--- config.mk ---
export PLATFORM = sky130hd
export DESIGN_NAME = ringMmioTop
export DESIGN_NICKNAME = d
export VERILOG_FILES = /design/src/design/mmioBusPkg.sv /design/src/design/ringBusPkg.sv /design/src/design/ringMmioTop.sv /design/src/design/mmioRegisterBlock.sv /design/src/design/ringMmioBridge.sv /design/src/design/ringSlotStage.sv /design/src/design/ringOpDecoder.sv
export VERILOG_INCLUDE_DIRS = /design/src /design/src/design
export SDC_FILE = /design/constraint.sdc
export NUM_CORES = 2
export LEC_CHECK = 0
export BUFFER_PORTS_ARGS = -buffer_cell sky130_fd_sc_hd__buf_2
export CELL_PAD_IN_SITES_DETAIL_PLACEMENT = 1
export CELL_PAD_IN_SITES_GLOBAL_PLACEMENT = 1
export CORE_ASPECT_RATIO = 0.9
export CORE_MARGIN = 2
export CORE_UTILIZATION = 50
export DETAILED_ROUTE_END_ITERATION = 6
export GPL_TIMING_DRIVEN = 0
export HOLD_SLACK_MARGIN = 0.05
export PLACE_DENSITY = 0.79
export SLEW_MARGIN = 20
export SYNTH_ARGS = -nofsm -noshare
export SYNTH_HDL_FRONTEND = slang
export SYNTH_SLANG_ARGS = --single-unit
--- constraint.sdc ---
create_clock -name clock -period 20.6 [get_ports clock]
set_input_delay 3.09 -clock clock [delete_from_list [all_inputs] [get_ports clock]]
set_output_delay 3.09 -clock clock [all_outputs]
set_load 0.01 [all_outputs]
--- src/design/ringMmio_settings.svh ---
// build-time constants; ring and MMIO addresses must both stay 32 bits, register count at least 2
`ifndef RING_MMIO_SETTINGS_SVH
`define RING_MMIO_SETTINGS_SVH

// ring message fields
`define RING_ADDR_WIDTH 32
`define RING_TILE_WIDTH 128

// MMIO bus widths
`define MMIO_ADDR_WIDTH 32
`define MMIO_DATA_WIDTH 64

// address bits 27:16 of requests that are answered locally
`define MMIO_RESERVED_WINDOW 12'h001

// register target map
`define MMIO_REG_COUNT 16
`define MMIO_BASE 32'hF000_0000

// hold cycles the target inserts before ok
`define MMIO_WAIT_CYCLES 2

`endif
--- src/design/mmioBusPkg.sv ---
// MMIO bus encodings; long modes move 32 bits inside the 64-bit data path
`include "ringMmio_settings.svh"

package mmioBusPkg;

	typedef enum logic [4:0]
	{
		MmioOpmReady     = 5'h00,
		MmioOpmReadLong  = 5'h0A,
		MmioOpmReadQuad  = 5'h0B,
		MmioOpmWriteLong = 5'h12,
		MmioOpmWriteQuad = 5'h13
	} MmioOpm;

	typedef enum logic [1:0]
	{
		MmioOkReady = 2'b00,
		MmioOkOk    = 2'b01,
		MmioOkHold  = 2'b10
	} MmioOk;

	typedef logic [`MMIO_ADDR_WIDTH-1:0] MmioAddr;
	typedef logic [`MMIO_DATA_WIDTH-1:0] MmioData;

	typedef struct packed
	{
		MmioOpm opm;
		MmioAddr addr;
		MmioData writeData;
	} MmioReq;

endpackage

--- src/design/ringBusPkg.sv ---
// ring message layout; the Idle code must stay zero so that an all-zero message is an empty slot
`include "ringMmio_settings.svh"

package ringBusPkg;

	// high byte is the source node
	typedef logic [15:0] RingSeq;

	// low byte holds the RingOp code
	typedef logic [15:0] RingOpm;

	typedef logic [`RING_ADDR_WIDTH-1:0] RingAddr;
	typedef logic [`RING_TILE_WIDTH-1:0] RingTile;

	typedef enum logic [7:0]
	{
		RingOpIdle      = 8'h00,
		RingOpLoadX     = 8'h10,
		RingOpLoadLong  = 8'h12,
		RingOpLoadQuad  = 8'h13,
		RingOpStoreX    = 8'h20,
		RingOpStoreLong = 8'h22,
		RingOpStoreQuad = 8'h23,
		RingOpPrefetch  = 8'h30,
		RingOpLoadOk    = 8'h50  // response class, bits 7:6 = 01
	} RingOp;

	typedef struct packed
	{
		RingSeq seq;
		RingOpm opm;
		RingAddr addr;
		RingTile tile;
	} RingMsg;

	// what the stop's output register loads each cycle
	typedef enum logic [1:0]
	{
		SlotForward = 2'd0,
		SlotRemove  = 2'd1,
		SlotInsert  = 2'd2
	} SlotSelect;

endpackage

--- src/design/ringMmioTop.sv ---
// one ring stop with its register target; ringIn must be driven every cycle
`timescale 1ns/1ps

module ringMmioTop
(
	input logic clock,
	input logic reset,
	input ringBusPkg::RingMsg ringIn,
	output ringBusPkg::RingMsg ringOut
);

	logic isMmio;
	logic isReserved;
	mmioBusPkg::MmioOpm mmioOpm;
	ringBusPkg::SlotSelect slotSelect;
	ringBusPkg::RingMsg insertMsg;
	mmioBusPkg::MmioReq mmioReq;
	mmioBusPkg::MmioOk mmioOk;
	mmioBusPkg::MmioData mmioReadData;

	ringOpDecoder u_ringOpDecoder
	(
		.msg(ringIn),
		.isMmio(isMmio),
		.mmioOpm(mmioOpm),
		.isReserved(isReserved)
	);

	ringMmioBridge u_ringMmioBridge
	(
		.clock(clock),
		.reset(reset),
		.ringIn(ringIn),
		.isMmio(isMmio),
		.mmioOpmIn(mmioOpm),
		.isReserved(isReserved),
		.slotSelect(slotSelect),
		.insertMsg(insertMsg),
		.mmioReq(mmioReq),
		.mmioOk(mmioOk),
		.mmioReadData(mmioReadData)
	);

	ringSlotStage u_ringSlotStage
	(
		.clock(clock),
		.reset(reset),
		.ringIn(ringIn),
		.slotSelect(slotSelect),
		.insertMsg(insertMsg),
		.ringOut(ringOut)
	);

	mmioRegisterBlock u_mmioRegisterBlock
	(
		.clock(clock),
		.reset(reset),
		.mmioReq(mmioReq),
		.mmioOk(mmioOk),
		.mmioReadData(mmioReadData)
	);

endmodule

--- src/design/mmioRegisterBlock.sv ---
// register target; low three address bits ignored, addresses past the bank read all-ones
`timescale 1ns/1ps
`include "ringMmio_settings.svh"

module mmioRegisterBlock
(
	input logic clock,
	input logic reset,
	input mmioBusPkg::MmioReq mmioReq,
	output mmioBusPkg::MmioOk mmioOk,
	output mmioBusPkg::MmioData mmioReadData
);

	localparam int IndexWidth = $clog2(`MMIO_REG_COUNT);
	localparam int WaitWidth = $clog2(`MMIO_WAIT_CYCLES + 2);

	mmioBusPkg::MmioData regBank [`MMIO_REG_COUNT];

	logic [WaitWidth-1:0] waitCount;

	mmioBusPkg::MmioAddr offset;
	logic inBank;
	logic [IndexWidth-1:0] regIndex;
	logic isWrite;
	logic isLong;
	mmioBusPkg::MmioData regValue;
	mmioBusPkg::MmioData writeValue;
	mmioBusPkg::MmioData readValue;

	assign offset = mmioReq.addr - `MMIO_BASE;  // below base wraps out of range
	assign inBank = (offset >> 3) < `MMIO_REG_COUNT;
	assign regIndex = offset[3 +: IndexWidth];  // 8-byte stride
	assign regValue = regBank[regIndex];

	always_comb
	begin
		isWrite = 1'b0;
		isLong = 1'b0;
		case (mmioReq.opm)
			mmioBusPkg::MmioOpmReadLong:
				isLong = 1'b1;
			mmioBusPkg::MmioOpmWriteQuad:
				isWrite = 1'b1;
			mmioBusPkg::MmioOpmWriteLong:
			begin
				isWrite = 1'b1;
				isLong = 1'b1;
			end
			default:
				isLong = 1'b0;
		endcase
	end

	// long writes clear the upper half
	assign writeValue = isLong ? {32'h0, mmioReq.writeData[31:0]} : mmioReq.writeData;

	always_comb
	begin
		if (!inBank)
			readValue = '1;
		else if (isWrite)
			readValue = writeValue;  // stores echo the stored value
		else if (isLong)
			readValue = {{32{regValue[31]}}, regValue[31:0]};
		else
			readValue = regValue;
	end

	always_ff @(posedge clock)
	begin
		if (reset)
		begin
			mmioOk <= mmioBusPkg::MmioOkReady;
			waitCount <= '0;
			for (int i = 0; i < `MMIO_REG_COUNT; i++)
				regBank[i] <= '0;
		end
		else if (mmioReq.opm == mmioBusPkg::MmioOpmReady)
		begin
			mmioOk <= mmioBusPkg::MmioOkReady;
			waitCount <= '0;
		end
		else if (mmioOk == mmioBusPkg::MmioOkOk)
		begin
			mmioOk <= mmioBusPkg::MmioOkReady;  // ok lasts one cycle, master drops mode
		end
		else if (waitCount == WaitWidth'(`MMIO_WAIT_CYCLES))
		begin
			mmioOk <= mmioBusPkg::MmioOkOk;
			waitCount <= '0;
			if (isWrite && inBank)
				regBank[regIndex] <= writeValue;  // commits on the ok edge only
		end
		else
		begin
			mmioOk <= mmioBusPkg::MmioOkHold;
			waitCount <= waitCount + 1'b1;
		end
	end

	// valid only while ok is asserted
	always_ff @(posedge clock)
	begin
		if (waitCount == WaitWidth'(`MMIO_WAIT_CYCLES))
			mmioReadData <= readValue;
	end

endmodule

--- src/design/ringMmioBridge.sv ---
// one request in flight; MMIO messages seen while busy keep circling the ring
`timescale 1ns/1ps

module ringMmioBridge
(
	input logic clock,
	input logic reset,
	input ringBusPkg::RingMsg ringIn,
	input logic isMmio,
	input mmioBusPkg::MmioOpm mmioOpmIn,
	input logic isReserved,
	output ringBusPkg::SlotSelect slotSelect,
	output ringBusPkg::RingMsg insertMsg,
	output mmioBusPkg::MmioReq mmioReq,
	input mmioBusPkg::MmioOk mmioOk,
	input mmioBusPkg::MmioData mmioReadData
);

	typedef enum logic [1:0]
	{
		BridgeIdle,
		BridgeAccess,
		BridgeRespond
	} BridgeState;

	BridgeState state;
	BridgeState nextState;

	// captured request
	mmioBusPkg::MmioReq pendingReq;
	ringBusPkg::RingSeq reqSeq;
	logic [7:0] reqOrigin;
	ringBusPkg::RingAddr reqAddr;

	mmioBusPkg::MmioData respData;

	logic slotIdle;
	logic takeRequest;
	logic accessDone;

	assign slotIdle = (ringIn.opm[7:0] == ringBusPkg::RingOpIdle);
	assign takeRequest = (state == BridgeIdle) && isMmio;
	assign accessDone = (state == BridgeAccess) && (mmioOk == mmioBusPkg::MmioOkOk);

	always_comb
	begin
		nextState = state;
		case (state)
			BridgeIdle:
			begin
				if (isMmio)
				begin
					if (isReserved)
						nextState = BridgeRespond;  // no bus access
					else
						nextState = BridgeAccess;
				end
			end
			BridgeAccess:
			begin
				if (accessDone)
					nextState = BridgeRespond;
			end
			BridgeRespond:
			begin
				if (slotIdle)
					nextState = BridgeIdle;
			end
			default:
				nextState = BridgeIdle;
		endcase
	end

	// ring slot control, decided in the cycle the message is on ringIn
	always_comb
	begin
		slotSelect = ringBusPkg::SlotForward;
		if (takeRequest)
			slotSelect = ringBusPkg::SlotRemove;
		else if ((state == BridgeRespond) && slotIdle)
			slotSelect = ringBusPkg::SlotInsert;
	end

	always_ff @(posedge clock)
	begin
		if (reset)
			state <= BridgeIdle;
		else
			state <= nextState;
	end

	// bus request register, mode rises on the first Access cycle
	always_ff @(posedge clock)
	begin
		if (reset)
		begin
			mmioReq.opm <= mmioBusPkg::MmioOpmReady;
		end
		else if (state == BridgeAccess)
		begin
			if (mmioOk == mmioBusPkg::MmioOkOk)
				mmioReq.opm <= mmioBusPkg::MmioOpmReady;  // drop with the ok cycle
			else if (mmioReq.opm == mmioBusPkg::MmioOpmReady)
				mmioReq <= pendingReq;
		end
	end

	always_ff @(posedge clock)
	begin
		if (takeRequest)
		begin
			pendingReq <= '{
				opm: mmioOpmIn,
				addr: ringIn.addr,
				writeData: ringIn.tile[63:0]
			};
			reqSeq <= ringIn.seq;
			reqOrigin <= ringIn.opm[15:8];
			reqAddr <= ringIn.addr;
			respData <= '0;  // stays zero for the reserved window
		end
		else if (accessDone)
		begin
			respData <= mmioReadData;
		end
	end

	// load-ok response, read data zero-extended into the tile
	assign insertMsg = '{
		seq: reqSeq,
		opm: {reqOrigin, ringBusPkg::RingOpLoadOk},
		addr: reqAddr,
		tile: ringBusPkg::RingTile'(respData)
	};

endmodule

--- src/design/ringSlotStage.sv ---
// single pipeline register of the stop; every forwarded message takes exactly one cycle
`timescale 1ns/1ps

module ringSlotStage
(
	input logic clock,
	input logic reset,
	input ringBusPkg::RingMsg ringIn,
	input ringBusPkg::SlotSelect slotSelect,
	input ringBusPkg::RingMsg insertMsg,
	output ringBusPkg::RingMsg ringOut
);

	always_ff @(posedge clock)
	begin
		if (reset)
		begin
			ringOut <= '0;  // empty slot, Idle code is zero
		end
		else
		begin
			case (slotSelect)
				ringBusPkg::SlotRemove:
					ringOut <= '0;  // request taken off the ring
				ringBusPkg::SlotInsert:
					ringOut <= insertMsg;  // response into a free slot
				default:
					ringOut <= ringIn;
			endcase
		end
	end

endmodule

--- src/design/ringOpDecoder.sv ---
// purely combinational; only the four MMIO load/store codes map to a bus mode
`timescale 1ns/1ps
`include "ringMmio_settings.svh"

module ringOpDecoder
(
	input ringBusPkg::RingMsg msg,
	output logic isMmio,
	output mmioBusPkg::MmioOpm mmioOpm,
	output logic isReserved
);

	logic [7:0] opCode;

	assign opCode = msg.opm[7:0];  // high byte is the originator tag

	always_comb
	begin
		case (opCode)
			ringBusPkg::RingOpLoadQuad:
				mmioOpm = mmioBusPkg::MmioOpmReadQuad;
			ringBusPkg::RingOpLoadLong:
				mmioOpm = mmioBusPkg::MmioOpmReadLong;  // sign-extended on return
			ringBusPkg::RingOpStoreQuad:
				mmioOpm = mmioBusPkg::MmioOpmWriteQuad;
			ringBusPkg::RingOpStoreLong:
				mmioOpm = mmioBusPkg::MmioOpmWriteLong;
			default:
				mmioOpm = mmioBusPkg::MmioOpmReady;  // memory traffic, responses, idle
		endcase
	end

	assign isMmio = (mmioOpm != mmioBusPkg::MmioOpmReady);

	// debug window, answered without touching the bus
	assign isReserved = (msg.addr[27:16] == `MMIO_RESERVED_WINDOW);

endmodule

==> metrics <==
core footprint between 0.1 and 0.15 mm^2; pin count of the biggest net entering global routing 43; Worst slew margin 12.4%; Post-CTS Hold Buffers 0; initial antenna violation count 22; Hold Crit Class flip-flop to flip-flop; Die H 341 um; static leakage 0.0252 uW; gr usage total approximately a third; Tmin final around 6000 ps; crit path capture type flip-flop; origin of the critical flop-to-flop path u_ringMmioBridge.mmioReq[75]; syn avg cell area 14.6 um^2; clock slew seen by the registers of the worst setup and hold paths approximately 60 ps; Vias approximately 43000; Worst-Margin Slew roughly 1300 ps; Routed Antenna Nets 0; sequential area share after synthesis 70.7%; Worst Setup EP u_mmioRegisterBlock.regBank[12][44]; MaxCap Viol Count 0; Slowest Stage Delay on Critical Path 790 ps; CP most frequent cell clkbuf_1; Critical Path Start Type input port; Setup Crit Path Kind input port to flip-flop; R2R Setup Slk 15820 ps; most common cell after layout, fill and taps aside edfxtp_1; die width between 300 and 400 um; DRC Markers 0; post-DR vias/cell 6.40; period utilization 29.0%; grt ovf 0; status finished, final reports clean; Worst EP required 21070 ps; final worst slack 14640 ps; post-cts resize count 0; HPWL after DPL 147 mm; crit path max fanout 39; RSZ-0062 raised after global routing false; GP Congestion 0.903; clock skew ~30 ps; Rows about 120; wirelength, routed around 220 mm; Initial Util 50.4%; most frequent cells in the layout 1305 x edfxtp_1, 707 x nor2_1, 515 x buf_2; TritonCTS Buffers 161; Pwr Density 93.0 mW/mm^2; Clock Tree Buf Depth 3; final hold violation count 0; Crit. Startpoint reset; flops & latches, synth 1571; maximum clock rate 168 MHz; cell area after synthesis 0.0630 mm^2; I/O pin count approximately 390; Layout Nets 5102; Routed wire per std cell around 32 um; clk_lat worst skew 830 ps; Synth Instances 4326; Iter 0 DRT Violations approximately 5700; layout cell share with drive strength beyond 1 20.2%; Reg2Reg Depth 7; htree depth 4; critical path, cell by cell clkbuf_1 > nor4b_4 > nand2_1 > nor3_2 > clkbuf_1 > a21o_4 > buf_16; Top FF cell, synth edfxtp_1; FFs w/ async S/R, synth 0%; clock sinks roughly 1600; post-place setup slack 14010 ps; Post-Route Utilization 58.5%; setup violators final 0; TritonCTS clock tree yes; Die Area approximately 0.13 mm^2; DRT Pass-1 Iters 6; vias in the first global route between 40000 and 50000; Post-CTS Setup Inserts 0; Root Buffer clkbuf_16; P&R area growth vs syn 16.1%; Syn Nets between 4000 and 5000; r2r endpoint u_mmioRegisterBlock.regBank[15][45]; Critical Path AT 6430 ps; EDFF count, synth 1305; port bufs 384; YS warnings 0; synth unique cells 51; Max Slew Vio Count 0; fillers 12000; Worst VDD drop slightly below 0.1 mV; CP max stage cell nor3_2; setup TNS 0 ps; global-route wire length before repair 313 mm
## where the power goes
group | switching (uW) | internal (uW)
logic | 170 | 115
registers | 65.9 | 3590
clock network | 1270 | 1590
## critical path: cells and delay by family
family                 cells  cell delay (ps)
AO/OA/AOI/OAI              1              610
AND/OR/NAND/NOR            3             1570
buffers and inverters      3             1100
## worst min path at each step
stage / from / to / slack, ps / cells after the start
detailed placement: u_ringMmioBridge.pendingReq[49] / u_ringMmioBridge.mmioReq[49] / 410 / 0
global placement: u_ringMmioBridge.pendingReq[7] / u_ringMmioBridge.mmioReq[7] / 400 / 0
global route: u_ringMmioBridge.pendingReq[50] / u_ringMmioBridge.mmioReq[50] / 410 / 0
finish: u_ringMmioBridge.pendingReq[50] / u_ringMmioBridge.mmioReq[50] / 400 / 0
floorplan: u_ringMmioBridge.pendingReq[0] / u_ringMmioBridge.mmioReq[0] / 400 / 0
CTS: u_ringMmioBridge.pendingReq[50] / u_ringMmioBridge.mmioReq[50] / 410 / 0
## synth_stat cells, types with 9 or more instances
| library cell | instances | share of area (%) |
|---|---|---|
| a21oi_1 | 36 | 0.29 |
| a22oi_1 | 186 | 2.2 |
| a32oi_1 | 32 | 0.44 |
| and2_1 | 135 | 1.3 |
| and3_1 | 68 | 0.68 |
| buf_1 | 19 | 0.11 |
| buf_2 | 131 | 1.0 |
| clkbuf_1 | 232 | 1.4 |
| dfxtp_1 | 266 | 8.5 |
| edfxtp_1 | 1305 | 62 |
| mux2i_1 | 294 | 4.7 |
| mux4_2 | 188 | 6.7 |
| nand2_1 | 172 | 1.0 |
| nand3_1 | 9 | 0.071 |
| nor2_1 | 707 | 4.2 |
| nor2b_1 | 14 | 0.14 |
| nor3_1 | 391 | 3.1 |
| o211ai_1 | 32 | 0.38 |
| o221ai_1 | 31 | 0.43 |
## sequential cells by signal, indices dropped and copies added (netlist names)
name                              flops
u_mmioRegisterBlock.waitCount         2
u_ringMmioBridge.respData            64
u_mmioRegisterBlock.mmioOk            2
u_ringMmioBridge.state                2
u_ringSlotStage.ringOut             192
u_ringMmioBridge.reqSeq              16
u_ringMmioBridge.mmioReq             97
u_mmioRegisterBlock.mmioReadData     64
u_mmioRegisterBlock.regBank        1024
u_ringMmioBridge.pendingReq         100
u_ringMmioBridge.reqOrigin            8
## through the flow
| step | instances | hold WS, ps | area (um^2) | power, uW |
|---|---|---|---|---|
| floorplan | 4326 | 400 | 63000 | 3840 |
| global placement | 6397 | 401 | 67000 | 3970 |
| detailed placement | 6432 | 405 | 68000 | 4000 |
| CTS | 6727 | 407 | 73100 | 6810 |
| global route | 6732 | 405 | 73100 | 6950 |
| finish | 6745 | 397 | 73200 | 6810 |
## per-layer routing
layer	up-vias	routed length, um	GRT usage [%]
met5	-	138	0.296
met4	16	10400	15.8
met3	586	25400	9.07
met2	3067	101000	52.5
met1	22100	79900	44.2
li1	17500	-	-
## layout make-up
cell class | instances | area, um^2 | share of cell area (%)
Inverter | 1 | 3.75 | 0.00513
Clock buffer | 228 | 4590 | 6.27
Sequential cell | 1571 | 44500 | 60.8
Multi-Input combinational cell | 2367 | 17000 | 23.2
Clock inverter | 67 | 489 | 0.669
Tap cell | 1687 | 2110 | 2.88
Timing Repair Buffer | 419 | 2780 | 3.80
Buffer | 387 | 1660 | 2.27
Antenna cell | 18 | 45.0 | 0.0616
## cells by family after synthesis
| logic type | count (synthesis) | synth area share, % |
|---|---|---|
| compound gates | 343 | 4.07 |
| flops | 1571 | 70.7 |
| xor+xnor | 2 | 0.0278 |
| mux | 482 | 11.4 |
| simple gates | 1540 | 11.2 |
| buf+inv | 388 | 2.62 |
(Power assumes the default switching activity.)
